$ cat config.mk
export PLATFORM = sky130hd
export DESIGN_NAME = fetch_unit
export DESIGN_NICKNAME = d
export VERILOG_FILES = /design/src/rtl/cpu_pkg.sv /design/src/rtl/fetch_unit.sv
export VERILOG_INCLUDE_DIRS = /design/src /design/src/include
export SDC_FILE = /design/constraint.sdc
export NUM_CORES = 1
export LEC_CHECK = 0
export ABC_AREA = 1
export BUFFER_PORTS_ARGS = -buffer_cell sky130_fd_sc_hd__buf_4
export CELL_PAD_IN_SITES_DETAIL_PLACEMENT = 1
export CELL_PAD_IN_SITES_GLOBAL_PLACEMENT = 1
export CORE_AREA = 2 2 92 72
export CTS_BUF_LIST = sky130_fd_sc_hd__clkbuf_4 sky130_fd_sc_hd__clkbuf_8 sky130_fd_sc_hd__clkbuf_16
export DETAILED_ROUTE_END_ITERATION = 8
export DIE_AREA = 0 0 94 74
export GPL_TIMING_DRIVEN = 1
export HOLD_SLACK_MARGIN = 0.06
export MAX_ROUTING_LAYER = met4
export PLACE_DENSITY_LB_ADDON = 0.1
export SETUP_SLACK_MARGIN = 0.02
export SLEW_MARGIN = 10
export SYNTH_ARGS = -nofsm -noshare
export SYNTH_HDL_FRONTEND = slang
export SYNTH_SLANG_ARGS = --single-unit
$ cat constraint.sdc
create_clock -name clk -period 2.8 [get_ports clk]
set_clock_uncertainty 0.1 [all_clocks]
set_input_delay 0.14 -clock clk [delete_from_list [all_inputs] [get_ports clk]]
set_output_delay 0.14 -clock clk [all_outputs]
set_load 0.05 [all_outputs]
$ cat src/include/cpu_defines.svh
// global widths and sizes: data word, register count, data memory depth
`ifndef CPU_DEFINES_SVH
`define CPU_DEFINES_SVH

// word width, shared by instructions, registers and data memory
`define DATA_W     16

// general purpose registers
// r0 is hardwired to zero, so 15 of these are writable
`define REG_CNT    16

// data memory words, addressed by the low bits of the alu result
`define DMEM_DEPTH 256

`endif

$ cat src/rtl/cpu_pkg.sv
// core types: word and register address, opcode, alu op, condition and fetch state enums; control, flag and writeback structs
`include "cpu_defines.svh"

package cpu_pkg;

	typedef logic [`DATA_W-1:0]          word_t;     // one data or instruction word
	typedef logic [$clog2(`REG_CNT)-1:0] reg_addr_t; // register index

	// instr[15:12]
	typedef enum logic [3:0] {
		ADD  = 4'b0000,
		SUB  = 4'b0001,
		NAND = 4'b0010,
		XOR  = 4'b0011,
		INC  = 4'b0100, // rd = rs + imm4
		SRA  = 4'b0101,
		SRL  = 4'b0110,
		SLL  = 4'b0111,
		LW   = 4'b1000,
		SW   = 4'b1001,
		LHB  = 4'b1010,
		LLB  = 4'b1011,
		B    = 4'b1100,
		CALL = 4'b1101, // no-op in this core
		RET  = 4'b1110, // no-op in this core
		ERR  = 4'b1111  // no-op, or HALT when all ones
	} opcode_e;

	// same encoding as the low three opcode bits
	typedef enum logic [2:0] {
		ALU_ADD  = 3'b000,
		ALU_SUB  = 3'b001,
		ALU_NAND = 3'b010,
		ALU_XOR  = 3'b011,
		ALU_INC  = 3'b100,
		ALU_SRA  = 3'b101,
		ALU_SRL  = 3'b110,
		ALU_SLL  = 3'b111
	} alu_op_e;

	// branch condition, instr[11:9]
	typedef enum logic [2:0] {
		EQ = 3'b000,
		LT = 3'b001,
		GT = 3'b010,
		OV = 3'b011,
		NE = 3'b100,
		GE = 3'b101,
		LE = 3'b110,
		TR = 3'b111 // always taken
	} cond_e;

	typedef enum logic [1:0] {
		FETCH  = 2'b00, // request out
		WAIT   = 2'b01, // waiting on instr_valid
		HALTED = 2'b10
	} fetch_state_e;

	typedef struct packed {
		logic    branch;
		logic    mem_to_reg;   // writeback from data memory
		alu_op_e alu_op;
		logic    alu_src;      // alu b from immediate
		logic    sign_ext_sel; // sign extend imm4
		logic    reg_rt_src;   // port b reads instr[11:8]
		logic    reg_write;
		logic    mem_write;
		logic    mem_read;
		logic    load_half;
		logic    half_spec;    // 0 LHB, 1 LLB
		logic    set_flags;    // ADD through SLL update z n v
	} ctrl_t;

	typedef struct packed {
		logic z;
		logic n;
		logic v;
	} flags_t;

	typedef struct packed {
		reg_addr_t rd;
		word_t     data;
	} wb_t;

endpackage

$ cat src/rtl/fetch_unit.sv
// fetch_unit: program counter, flag register, branch condition and fetch FSM
`timescale 1ns/100ps
`include "cpu_defines.svh"

module fetch_unit import cpu_pkg::*; (
	input  logic       clk,
	input  logic       rst_n,
	input  logic       instr_valid,
	input  logic       accept,
	input  logic       halt,
	input  logic       branch,
	input  cond_e      cond,
	input  logic [8:0] offset,
	input  logic       set_flags,
	input  flags_t     new_flags,
	output logic       fetch_req,
	output word_t      fetch_addr,
	output logic       instr_ready,
	output logic       halted
);

	fetch_state_e state;
	word_t        pc;
	word_t        pc_inc;
	word_t        target;
	flags_t       flags_q; // flags left by the last flag-setting op
	logic         taken;

	assign pc_inc = pc + 1'b1;
	assign target = pc_inc + {{(`DATA_W-9){offset[8]}}, offset}; // pc+1+offset

	// condition on the stored flags, never on this instruction's result
	always_comb begin
		unique case (cond)
			EQ: taken = flags_q.z;
			LT: taken = flags_q.n;
			GT: taken = !flags_q.z && !flags_q.n;
			OV: taken = flags_q.v;
			NE: taken = !flags_q.z;
			GE: taken = !flags_q.n;
			LE: taken = flags_q.n || flags_q.z;
			TR: taken = 1'b1;
		endcase
	end

	// fetch_req is a flop so it stays low through reset, and FETCH waits one extra cycle for it
	always_ff @(posedge clk or negedge rst_n) begin
		if (!rst_n) begin
			state     <= FETCH;
			fetch_req <= 1'b0;
		end else begin
			unique case (state)
				FETCH: begin
					if (fetch_req) begin
						state <= WAIT; // request was out this cycle
					end
					fetch_req <= !fetch_req;
				end
				WAIT: begin
					if (instr_valid) begin // ready is high all through WAIT
						state     <= halt ? HALTED : FETCH;
						fetch_req <= !halt;
					end
				end
				HALTED: begin
					state <= HALTED; // only reset leaves
				end
			endcase
		end
	end

	always_ff @(posedge clk or negedge rst_n) begin
		if (!rst_n) begin
			pc      <= '0;
			flags_q <= '0;
		end else if (accept) begin
			pc <= (branch && taken) ? target : pc_inc;
			if (set_flags) begin
				flags_q <= new_flags;
			end
		end
	end

	assign fetch_addr  = pc; // stable until the accept edge
	assign instr_ready = (state == WAIT);
	assign halted      = (state == HALTED);

endmodule

# --- Yosys cells after proc, flatten, opt, wreduce, memory -nomap -nowiden ---
# Cells that the tools add are included.
classes:
  add_sub_neg: 2
  eq_ne: 11
  muxes: 8
  n_reduce_logical: 13
op_table:
  columns: ["cell", "count"]
  rows:
  - ["adder 16 x 1 -> 16 bit (second input constant)", 1]
  - ["adder 16 bit", 1]
  - ["2-to-1 mux 16 bit", 1]
  - ["== test 3 bit (second input constant)", 4]
  - ["case mux 1 bit (8 select lines)", 1]
  - ["== test 3 x 2 -> 1 bit (second input constant)", 2]
  - ["2-to-1 mux 2 bit", 3]
  - ["case mux 2 bit (3 select lines)", 1]
  - ["AND reduction 2 bit", 3]
  - ["zero test 1 bit", 4]
  - ["inequality test 2 bit (second input constant)", 2]
  - ["== test 3 x 1 -> 1 bit (second input constant)", 1]
  - ["zero test 3 bit", 1]
  - ["== test 2 x 1 -> 1 bit (second input constant)", 1]
  - ["== test 2 bit (second input constant)", 1]
  - ["logical AND 1 bit", 2]
  - ["zero test 2 bit", 1]
  - ["case mux 1 bit (2 select lines)", 1]
  - ["nonzero test 2 bit", 1]
  - ["logical OR 1 bit", 1]
  - ["2-to-1 mux 1 bit", 1]
totals:
  ff_bits: 22
  input_bits: 22
  output_inout_bits: 19
  word_cells: 40

# --- Longest topological paths before layout ---
# Gate-level depths: netlist of run 1.
logic_depth:
  ltp_word: 5
  ltp_mapped: 19
  mapped_depth_nobuf: 19

# --- Worst setup path before layout of run 1 ---
# Ideal clock, no wire load.
synth_path:
  kind: "flip-flop to flip-flop"
  start: "register pc[1], in the netlist fetch_addr[1]"
  end: "register pc[15], in the netlist fetch_addr[15]"
  setup_time_ns: 0.073
  t_arrival_ns: 2.520
  required_ns: 2.627
  path_slack_ns: 0.107
  path_stages_with_launch: 17
  n_path_buf: 0
  period_less_slack_ns: 2.693
  cell_sequence: "dfrtp_1 > ha_1 > nand2_2 > nor3_2 > nand3b_1 > xor2_1 > inv_1 > ha_1 > nand2_1 > inv_1 > nand2_1 > nand2_1 > a21oi_1 > nand2_1 > nand3_1 > nand3_1 > a21oi_2"
synth_via:
  elab_chain_len: 3
synth_rtl:
  columns: ["element", "line_no", "rtl"]
  rows:
  - ["start, declared", "fetch_unit.sv:23", "word_t pc;"]
  - ["start signal, assigned", "fetch_unit.sv:77", "pc <= (branch && taken) ? target : pc_inc;"]
  - ["adder 16 x 1 -> 16 bit (*)", "fetch_unit.sv:29", "assign pc_inc = pc + 1'b1;"]
  - ["adder 16 bit", "fetch_unit.sv:30", "assign target = pc_inc + {{(`DATA_W-9){offset[8]}}, offset};"]
  - ["2-to-1 mux 16 bit (*)", "fetch_unit.sv:77", null]
# Mark *: on every way between the ends. The rest lies on a longest branch, timed or not.
# A chain may end at the register's enable or synchronous reset.

# --- Worst setup path in the final report of run 1 ---
layout_path:
  start: "register pc[5], in the netlist fetch_addr[5]"
  end: "register pc[14], in the netlist fetch_addr[14]"
# The elaborated chain is that of the path after synthesis.

==> metrics.cfg, run 1 <==
[outcome]
outcome = finished clean

[min_path]
timing.hold.worst.class = in -> reg

[clock_tree]
clk-insertion-delay-late_ns = 0.27
cts_inserted_buffers = 3
tritoncts_num_sinks = 22
path_clk_slew_ns = 0.09
cts-htree-levels = 1
cts_max_path_buffers = 2
cts_root_buf = clkbuf_8
tritoncts = built

[critical_path]
worst_path_arrival_time_ns = 2.73
startpoint_type = flop
criticalPathCategory = reg -> reg
critical_path_peak_fanout = 5
required_ns = 2.87
crit_path_end_kind = flop

[cells_and_area]
num_antenna_cells = 0
finalCoreUtilization_pct = 50.15
final_net_count = 456
post_route_cells_drive_above_1_share_pct = 25.43
syn2layout_area_growth_pct = 26.03
instances_no_fill = 490

[logic_synthesis]
ys_async_sr_fraction_pct = 100.0
synth_nets = 401
synth_cell_type_count = 43
synth_enable_flop_cells = 0
synth.yosys.seq_area_share_pct = 22.68
ys_warn_count = 0
syn-instance-count = 355
yosys_register_bits = 22
ys_dominant_reg_cell = dfrtp_1
mappedNetlistArea_mm2 = 0.002427
synth_area_per_cell_um2 = 6.838

[grt]
number_of_global_route_vias_before_repair = 2467
globalRouteMet2Util_pct = 39.21
global_route.peak_usage_layer = met2
grt_util_all_layers_pct = 22.84
antenna_found_initial = 0
grt_first_pass_wirelength_mm = 11.90
use_met3_pct = 4.154
grt_overflow = 0
grt_max_degree = 23
grt_use_met1_pct = 29.62

[floorplanning]
start_util_pct = 39.79
core.rowCount = 25
floorplan_core_area_mm2 = 0.006100
boundaryPins = 41
die_x_um = 94
floorplan.die_area_mm2 = 0.006956
die_y_extent_um = 74

[power_and_ir_drop]
leakage_nw = 1.550
peakVddDrop_mv = 0.4900
power.internal_w = 0.001202
powerDensity_mw_per_mm2 = 852.5
power.sequential.fraction_pct = 20.0
power_switching_w = 0.001406
clock_power_share_pct = 9.3
p_sw_share_pct = 53.90
share_comb_of_total_power_pct = 70.7

[job]
timing.max_cap.violations = 0

[timing]
hold_vio_cnt_final = 0
period_needed_ns = 2.659
slew_headroom_pct = 60.62
report.final.setup_viol = 0
slew_viol_final = 0
timing.setup.tns_ns = 0
maxClockFrequency_mhz = 376.1
share_of_the_cycle_needed_by_the_critical_path_after_routing_pct = 94.96
tightestPinTransition_ns = 0.5870

[drt]
via_per_inst = 5.024
final_antenna_net_count = 0
drcViolationCount = 0
wl_mm = 7.521
wl_per_cell_um = 15.35
drt_iter0_drc = 65
total_iterations_of_the_first_detailed_routing_run = 4
detailroute.via_count = 2462

[placement]
gp_congestion = 0.8687
detailed_place_hpwl_mm = 5.913
io_buffer_count = 40
numPlacedInstances = 474

-- path summary, 6_finish.rpt --
path,startpoint,to,slack [ns],cells after the start
max,fetch_addr[5]$_DFFE_PN0P_,fetch_addr[14]$_DFFE_PN0P_,0.14,15
min,halt,state[1]$_DFFE_PN0P_,0.1,3
max reg2reg,fetch_addr[5]$_DFFE_PN0P_,fetch_addr[14]$_DFFE_PN0P_,0.14,15
min reg2reg,state[0]$_DFFE_PN0P_,state[0]$_DFFE_PN0P_,0.44,1
max in group asynchronous,rst_n,fetch_addr[5]$_DFFE_PN0P_,2.13,2
min in group asynchronous,rst_n,flags_q[2]$_DFFE_PN0P_,0.19,2
-- critical path, cell delays in order, from the launching register on --
cell     delay, ns
dfrtp_2       0.44
nand2_2       0.12
inv_1         0.08
nand2_2       0.10
nor3_4        0.28
inv_1         0.07
nand2_1       0.09
inv_1         0.06
ha_1          0.37
nand2_1       0.15
nor2_1        0.22
nand3_1       0.14
nand3_1       0.11
nand2_1       0.05
o21ai_1       0.12
nand2_1       0.06
-- flip-flops by register name (all words and copies together) (netlist names) --
signal      flops
fetch_addr     16
fetch_req       1
flags_q         3
state           2
-- final cells by class --
| type | instances | area (um^2) |
|---|---|---|
| tap | 81 | 101.3 |
| fill | 793 | 3040 |
| timing repair buffer | 55 | 422.9 |
| sequential | 22 | 555.5 |
| clock buffer | 4 | 55.05 |
| inverter | 53 | 203.9 |
| multi-input combinational | 275 | 1720 |
-- per-stage QoR --
step	instance area, um^2	power, W	hold slack, ns	setup WS [ns]
floorplan	2427	0.001752	-0.2556	0.1070
global placement	2813	0.002198	-0.04012	0.1755
detailed placement	2813	0.002225	-0.03960	0.08026
CTS	2908	0.002483	0.1034	0.05188
global route	3059	0.002842	0.1262	-0.02058
finish	3059	0.002608	0.09910	0.1412
-- cells in the mapped netlist, drive strengths merged (5+ instances only) --
library cell | count | share of area (%)
nand2 | 97 | 16
nand3 | 22 | 5.6
nand3b | 5 | 1.5
o211ai | 5 | 1.5
xnor2 | 5 | 1.8
inv | 50 | 7.9
ha | 23 | 12
dfrtp | 22 | 23
a21oi | 28 | 6.2
xor2 | 10 | 4.2
o21ai | 18 | 3.9
nor2 | 41 | 7.1
-- cells by family after synthesis --
group / after synthesis / share of synthesized area [%]
AO/OA/AOI/OAI: 62 / 15.26
buffers and inverters: 58 / 9.999
AND/OR/NAND/NOR: 171 / 32.01
adder cells (fa/ha/maj): 24 / 12.68
XOR/XNOR: 15 / 6.031
flip-flops: 22 / 22.68
multiplexers: 3 / 1.340
-- power groups by stage --
stage               logic (W)  clock network [W]  registers, W
floorplan            0.000963                  0      0.000789
global route          0.00205           0.000261      0.000531
detailed placement    0.00171                  0      0.000517
global placement      0.00168                  0      0.000515
CTS                   0.00172           0.000250      0.000512
finish                0.00184           0.000241      0.000522
-- routing by layer --
layer | vias to the layer above | share of wire, %
li1 | 1249 | -
met1 | 1170 | 48
met2 | 41 | 48
met3 | 2 | 4.1
met4 | 0 | 0.24
met5 | - | 0
-- timing repair --
| item | in CTS | in global routing |
|---|---|---|
| hold buffers | 4 | 0 |
| buffers inserted | 0 | 8 |
| endpoints found under the setup margin | 0 | 9 |
| hold endpoints to repair | 25 | 0 |
| resized for setup | 0 | 22 |
-- cells in the final DEF, fill, tap and decap left out, types with 2 or more instances in the layout --
cell and n:
a21oi_1 22, a21oi_2 6, a31oi_1 2, buf_4 51, clkbuf_8 4, clkinv_1 3, dfrtp_1 18, dfrtp_2 4
dlygate4sd3_1 4, ha_1 20, ha_4 2, inv_1 48, mux2_2 2, nand2_1 88, nand2_2 6, nand2_4 3
nand3_1 17, nand3_2 5, nand3b_1 5, nand4_1 2, nor2_1 32, nor2_2 7, nor2_4 2, nor3_4 2
o211ai_1 5, o21ai_0 11, o21ai_1 6, o21bai_1 2, o22ai_1 2, xnor2_1 5, xor2_1 7, xor2_2 3
Power figures use the tool's default switching activity.
==> inputs of run 2 (changes only) <==
Settings changed: ABC_AREA 1 to unset, CELL_PAD_IN_SITES_DETAIL_PLACEMENT 1 to unset, CELL_PAD_IN_SITES_GLOBAL_PLACEMENT 1 to unset, CORE_AREA 2 2 92 72 to 2 2 87 68, DIE_AREA 0 0 94 74 to 0 0 89 70, GPL_TIMING_DRIVEN 1 to 0, PLACE_DENSITY_LB_ADDON 0.1 to unset.
==> metrics.cfg, run 2 <==
[outcome]
outcome = finished with violations
violated_checks = negative setup slack

[grt]
grt_first_pass_wirelength_mm = 11.01  ; -7.5%
antenna_found_initial = 0  ; unchanged
number_of_global_route_vias_before_repair = 2305  ; -6.6%
grt_overflow = 0  ; unchanged
grt_util_all_layers_pct = 23.00  ; +0.16 points
grt_max_degree = 23  ; unchanged

[clock_tree]
cts-htree-levels = 1  ; unchanged
cts_max_path_buffers = 2  ; unchanged
path_clk_slew_ns = 0.09  ; about the same
clk-insertion-delay-late_ns = 0.27  ; about the same
cts_inserted_buffers = 3  ; unchanged
tritoncts = built
tritoncts_num_sinks = 22  ; unchanged
cts_root_buf = clkbuf_8

[timing]
grt_setup_unrepaired = yes
tightestPinTransition_ns = 0.5506  ; -0.03644 ns
maxClockFrequency_mhz = 311.8  ; -17%
period_needed_ns = 3.207  ; +0.5482 ns
hold_ws_ns = 0.08160  ; -0.01750 ns
slew_headroom_pct = 62.78  ; +2.2 points
share_of_the_cycle_needed_by_the_critical_path_after_routing_pct = 114.5  ; +20 points
slew_viol_final = 0  ; unchanged
finalWorstSetupSlack_ns = -0.4070  ; -0.5482 ns
hold_vio_cnt_final = 0  ; unchanged
report.final.setup_viol = 4  ; +4

[min_path]
timing.hold.worst.class = in -> reg

[cells_and_area]
instances_no_fill = 448  ; -8.6%
mostFrequentLayoutCell = buf_4
nFillCells = 507  ; -36%
stdcell_area_mm2 = 0.003430  ; +12%
syn2layout_area_growth_pct = 46.19
post_route_cells_drive_above_1_share_pct = 40.81  ; +15 points
largest_reg_flops = 16  ; unchanged
final_net_count = 417  ; -8.6%
num_antenna_cells = 0  ; unchanged
layout_common_cells = 72 x buf_4, 22 x a21oi_1, 21 x nand2_1

[placement]
io_buffer_count = 39  ; -2.5%
placed_instance_area_mm2 = 0.002798  ; -0.53%
gp_congestion = 0.8125  ; -6.5%
numPlacedInstances = 406  ; -14%
detailed_place_hpwl_mm = 4.568  ; -23%

[logic_synthesis]
synth_cell_type_count = 55  ; +28%
yosys_register_bits = 22  ; unchanged
ys_warn_count = 0  ; unchanged
synth_area_per_cell_um2 = 8.118  ; +19%
ys_dominant_reg_cell = dfrtp_1
synth.top_cells.by_area = dfrtp_1 23%, ha_1 12%, a21oi_1 6.0%, o21ai_0 5.3%, xor2_1 5.2%
proportion_of_netlist_area_held_by_the_largest_area_contributor_pct = 23.47  ; +0.79 points
synth_most_common_cell = a21oi_1
synth.yosys.seq_area_share_pct = 23.47  ; +0.79 points
syn-instance-count = 289  ; -19%
ys_async_sr_fraction_pct = 100.0  ; unchanged
synthTopCellsByCount = 28 x a21oi_1, 25 x o21ai_0, 23 x ha_1, 23 x nand2_1, 23 x nor2_1
synth_nets = 335  ; -16%
mappedNetlistArea_mm2 = 0.002346  ; -3.4%
synth.largest_area_cell = dfrtp_1
synth_enable_flop_cells = 0  ; unchanged

[drt]
drcViolationCount = 0  ; unchanged
detailroute.via_count = 2469  ; +0.28%
drt_iter0_drc = 124  ; +91%
total_iterations_of_the_first_detailed_routing_run = 4  ; unchanged
final_antenna_net_count = 0  ; unchanged
via_per_inst = 5.511  ; +9.7%
wl_mm = 7.137  ; -5.1%
wl_per_cell_um = 15.93  ; +3.8%

[power_and_ir_drop]
power.sequential.fraction_pct = 16.8  ; -3.2 points
power_switching_w = 0.002073  ; +48%
share_comb_of_total_power_pct = 77.8  ; +7.1 points
leakage_nw = 1.477  ; -4.7%
powerDensity_mw_per_mm2 = 1160  ; +36%
peakVddDrop_mv = 0.5702  ; +16%
p_sw_share_pct = 52.12  ; -1.8 points
clock_power_share_pct = 5.4  ; -3.9 points
power.internal_w = 0.001905  ; +58%

[critical_path]
worst_path_arrival_time_ns = 3.23  ; +0.50 ns
crit_path_end_kind = flop
criticalPathCategory = reg -> reg
critical_path.max_stage_delay_ns = 0.40  ; -0.04 ns
path_delay_family = compound AO/OA/AOI/OAI gates
startpoint_type = flop
path_common_cell = ha_4
timing.critical_path.cells = ha_4, nand3_4, nor2_4, nand2_4, or3_4, xnor2_4, ha_4, o21ai_2, a21o_1, o41ai_4, nor4b_2, a2111oi_4, nand4_1
critical_path_peak_fanout = 5  ; unchanged
required_ns = 2.82  ; -0.05 ns
cp.buffers_inverters = 0  ; -3
crit_path_top_delay_cell = dfrtp_2

[floorplanning]
boundaryPins = 41  ; unchanged
start_util_pct = 42.46  ; +2.7 points
die_x_um = 89  ; -5.3%
core.rowCount = 24  ; -4.0%
die_y_extent_um = 70  ; -5.4%
floorplan_core_area_mm2 = 0.005525  ; -9.4%
floorplan.die_area_mm2 = 0.006230  ; -10%

[job]
timing.max_cap.violations = 0  ; unchanged

[run 2: cells by family after synthesis]
family / count (synthesis) / synth area share (%)
AND/OR/NAND/NOR: 98 / 22.13
AO/OA/AOI/OAI: 86 / 23.68
XOR/XNOR: 26 / 9.707
buffers and inverters: 25 / 4.320
adder cells (fa/ha/maj): 24 / 13.12
flip-flops: 22 / 23.47
multiplexers: 8 / 3.573
[run 2: path summary, 6_finish.rpt]
kind / from / endpoint / slack [ns] / cells past startpoint
setup / recovery: fetch_addr[0]$_DFFE_PN0P_ / fetch_addr[15]$_DFFE_PN0P_ / -0.41 / 13
hold / removal: halt / fetch_req$_DFFE_PN0P_ / 0.08 / 4
setup reg to reg: fetch_addr[0]$_DFFE_PN0P_ / fetch_addr[15]$_DFFE_PN0P_ / -0.41 / 13
hold reg to reg: flags_q[0]$_DFFE_PN0P_ / flags_q[0]$_DFFE_PN0P_ / 0.42 / 1
max in group asynchronous: rst_n / state[1]$_DFFE_PN0P_ / 2.14 / 2
min in group asynchronous: rst_n / fetch_addr[1]$_DFFE_PN0P_ / 0.20 / 2
[run 2: per-stage QoR]
stage	power, W	worst slack, ns	TNS (ns)	utilization [%]
floorplan	0.002473	-0.5975	-0.9388	-
global placement	0.003034	-0.7390	-1.354	50.63
detailed placement	0.003038	-0.7474	-1.304	50.63
CTS	0.003604	-0.4364	-1.179	57.56
global route	0.004287	-0.5540	-1.307	62.07
finish	0.003978	-0.4070	-0.5111	62.07
[run 2: cell type report]
cell class / count / area (um^2) / share of cell area, %
Buffer: 8 / 38.79 / 1.131
Clock buffer: 4 / 48.80 / 1.423
Sequential cell: 22 / 561.8 / 16.38
Timing Repair Buffer: 78 / 606.8 / 17.69
Multi-Input combinational cell: 242 / 2016 / 58.77
Inverter: 16 / 60.06 / 1.751
Tap cell: 78 / 97.59 / 2.846
[run 2: worst min-delay path: cells and delay by family]
kind / cells / cell delay [ns]
AND/OR/NAND/NOR: 1 / 0.05
AO/OA/AOI/OAI: 1 / 0.06
multiplexers: 1 / 0.05
buffers and inverters: 1 / 0.09
[run 2: timing repair]
action / in CTS / in global routing
gates resized for setup: 27 / 42
setup endpoints to repair: 6 / 8
hold buffers: 4 / 0
pin swaps: 22 / 26
endpoints found under the hold margin: 25 / 0
setup buffers: 25 / 14
[run 2: metal layers]
| metal | up-vias | wire length (um) | GRT usage [%] |
|---|---|---|---|
| li1 | 1210 | - | - |
| met1 | 1183 | 3257 | 32.02 |
| met2 | 74 | 3558 | 36.32 |
| met3 | 2 | 300 | 3.191 |
| met4 | 0 | 21 | 3.980 |
| met5 | - | 0 | - |
[run 2: power groups by stage]
stage	Combinational [W]	Sequential [W]	Clock, W
after detailed placement	0.00238	0.000657	0
after CTS	0.00273	0.000656	0.000223
after global routing	0.00336	0.000690	0.000236
final	0.00309	0.000667	0.000217
after global placement	0.00238	0.000656	0
after floorplan	0.00147	0.00100	0
==> inputs of run 3 (changes only) <==
==> constraint.sdc (replaced) <==
create_clock -name clk -period 2.8 [get_ports clk]
set_clock_uncertainty 0.1 [all_clocks]
set_input_delay 0.28 -clock clk [delete_from_list [all_inputs] [get_ports clk]]
set_output_delay 0.28 -clock clk [all_outputs]
set_load 0.05 [all_outputs]
==> metrics.cfg, run 3 (synthesis results as in run 2) <==
[outcome]
outcome = finished with violations
violated_checks = negative setup slack

[clock_tree]
tritoncts = built
cts_max_path_buffers = 2  ; unchanged
path_clk_slew_ns = 0.09  ; about the same
clk-insertion-delay-late_ns = 0.27  ; about the same
cts-htree-levels = 1  ; unchanged
cts_root_buf = clkbuf_8
tritoncts_num_sinks = 22  ; unchanged
cts_inserted_buffers = 3  ; unchanged

[grt]
antenna_found_initial = 0  ; unchanged
grt_max_degree = 23  ; unchanged
number_of_global_route_vias_before_repair = 2284  ; -0.91%
grt_overflow = 0  ; unchanged
grt_util_all_layers_pct = 22.70  ; -0.30 points
grt_first_pass_wirelength_mm = 10.87  ; -1.3%

[power_and_ir_drop]
peakVddDrop_mv = 0.5706  ; about the same
share_comb_of_total_power_pct = 77.8  ; about the same
power_w = 0.003973  ; -0.14%
clock_power_share_pct = 5.5  ; about the same
power.sequential.fraction_pct = 16.8  ; about the same
powerDensity_mw_per_mm2 = 1169  ; +0.74%
power_switching_w = 0.002070  ; -0.14%
power.internal_w = 0.001902  ; -0.14%
p_sw_share_pct = 52.12  ; about the same
leakage_nw = 1.464  ; -0.85%

[cells_and_area]
instances_no_fill = 445  ; -0.67%
mostFrequentLayoutCell = buf_4
final_net_count = 414  ; -0.72%
syn2layout_area_growth_pct = 44.91
stdcell_area_mm2 = 0.003400  ; -0.88%
num_antenna_cells = 0  ; unchanged
layout_common_cells = 72 x buf_4, 22 x a21oi_1, 21 x nand2_1
finalCoreUtilization_pct = 61.53  ; -0.54 points
post_route_cells_drive_above_1_share_pct = 41.14  ; +0.33 points
largest_reg_flops = 16  ; unchanged
nFillCells = 509  ; +0.39%

[critical_path]
startpoint_type = flop
criticalPathCategory = reg -> reg
critical_path.max_stage_delay_ns = 0.40  ; about the same
critical_path_peak_fanout = 5  ; unchanged
required_ns = 2.83  ; about the same
timing.critical_path.cells = ha_4, nand3_4, nor2_4, nand2_4, or3_4, xnor2_4, ha_4, o21ai_2, a21o_1, o41ai_4, nor4b_2, a2111oi_4, nand4_1
worst_path_arrival_time_ns = 3.23  ; about the same
crit_path_top_delay_cell = dfrtp_2
path_common_cell = ha_4
crit_path_end_kind = flop

[drt]
wl_mm = 7.014  ; -1.7%
total_iterations_of_the_first_detailed_routing_run = 5  ; +1
via_per_inst = 5.461  ; -0.92%
final_antenna_net_count = 0  ; unchanged
drt_iter0_drc = 136  ; +9.7%
detailroute.via_count = 2430  ; -1.6%
wl_per_cell_um = 15.76  ; -1.1%
drcViolationCount = 0  ; unchanged

[floorplanning]
floorplan_core_area_mm2 = 0.005525  ; unchanged
boundaryPins = 41  ; unchanged
start_util_pct = 42.46  ; unchanged
core.rowCount = 24  ; unchanged
floorplan.die_area_mm2 = 0.006230  ; unchanged
die_y_extent_um = 70  ; unchanged
die_x_um = 89  ; unchanged

[min_path]
timing.hold.worst.class = in -> reg

[timing]
share_of_the_cycle_needed_by_the_critical_path_after_routing_pct = 114.5  ; about the same
hold_vio_cnt_final = 0  ; unchanged
finalWorstSetupSlack_ns = -0.4047  ; +0.002318 ns
report.final.setup_viol = 4  ; unchanged
maxClockFrequency_mhz = 312.0  ; about the same
period_needed_ns = 3.205  ; -0.002318 ns
slew_headroom_pct = 62.49  ; -0.29 points
slew_viol_final = 0  ; unchanged
tightestPinTransition_ns = 0.5549  ; +0.004294 ns
hold_ws_ns = 0.1552  ; +0.07360 ns
grt_setup_unrepaired = yes

[placement]
gp_congestion = 0.8125  ; unchanged
numPlacedInstances = 406  ; unchanged
detailed_place_hpwl_mm = 4.568  ; unchanged
io_buffer_count = 39  ; unchanged
placed_instance_area_mm2 = 0.002798  ; unchanged

[job]
timing.max_cap.violations = 0  ; unchanged

-- run 3: cell types whose count changed in the layout (fill, tap and decap cells not counted) --
cell,before,now
dlygate4sd3_1,4,1
-- run 3: stage by stage --
step,setup TNS [ns],setup slack (ns)
after floorplan,-0.9388,-0.5975
after global placement,-1.354,-0.7390
after detailed placement,-1.304,-0.7474
after CTS,-1.179,-0.4364
after global routing,-1.309,-0.5556
final,-0.5328,-0.4047
-- run 3: critical path: cells and delay by family (launching register included) --
kind                       cells  cell delay, ns
AOI/OAI and AO/OA              4            1.01
and+or+nand+nor                6            0.94
adders and majority gates      2            0.47
DFF                            1            0.40
xor gates and xnor gates       1            0.15
-- run 3: layout make-up --
class / instances / area (um^2) / share of cell area (%)
multi-input cells: 242 / 2016 / 59.29
repair buffers: 75 / 576.8 / 16.97
flip-flops and latches: 22 / 561.8 / 16.53
well taps: 78 / 97.59 / 2.871
inverters: 16 / 60.06 / 1.767
clock buffers: 4 / 48.80 / 1.435
plain buffers: 8 / 38.79 / 1.141
-- run 3: worst paths after layout --
path	start	to	slack (ns)	cells after the start
worst max-delay path	fetch_addr[0]$_DFFE_PN0P_	fetch_addr[15]$_DFFE_PN0P_	-0.40	13
worst min-delay path	new_flags[1]	flags_q[1]$_DFFE_PN0P_	0.16	2
worst max register to register	fetch_addr[0]$_DFFE_PN0P_	fetch_addr[15]$_DFFE_PN0P_	-0.40	13
worst min register to register	flags_q[0]$_DFFE_PN0P_	flags_q[0]$_DFFE_PN0P_	0.41	1
max in group asynchronous	rst_n	state[1]$_DFFE_PN0P_	2.00	2
min in group asynchronous	rst_n	fetch_addr[1]$_DFFE_PN0P_	0.34	2
-- run 3: routing by layer --
metal | share of wire (%) | vias to the layer above | routed length (um) | track usage (%)
met5 | 0 | - | 0 | -
met4 | 0.48 | 0 | 34 | 3.980
met3 | 4.0 | 4 | 284 | 3.191
met2 | 49 | 55 | 3438 | 35.49
met1 | 46 | 1171 | 3256 | 31.88
li1 | - | 1200 | - | -
-- run 3: power by group through the flow --
stage | clock, W | combinational (W) | sequential, W
floorplan | 0 | 0.00147 | 0.00100
global placement | 0 | 0.00238 | 0.000656
global route | 0.000236 | 0.00336 | 0.000690
finish | 0.000218 | 0.00309 | 0.000666
detailed placement | 0 | 0.00238 | 0.000657
CTS | 0.000223 | 0.00272 | 0.000656
-- run 3: repair_timing --
action,in CTS,in global routing
hold buffers,1,0
pin swaps,22,26
endpoints found under the setup margin,6,8
hold endpoints to repair,22,0
buffers inserted,25,14
resized for setup,27,42
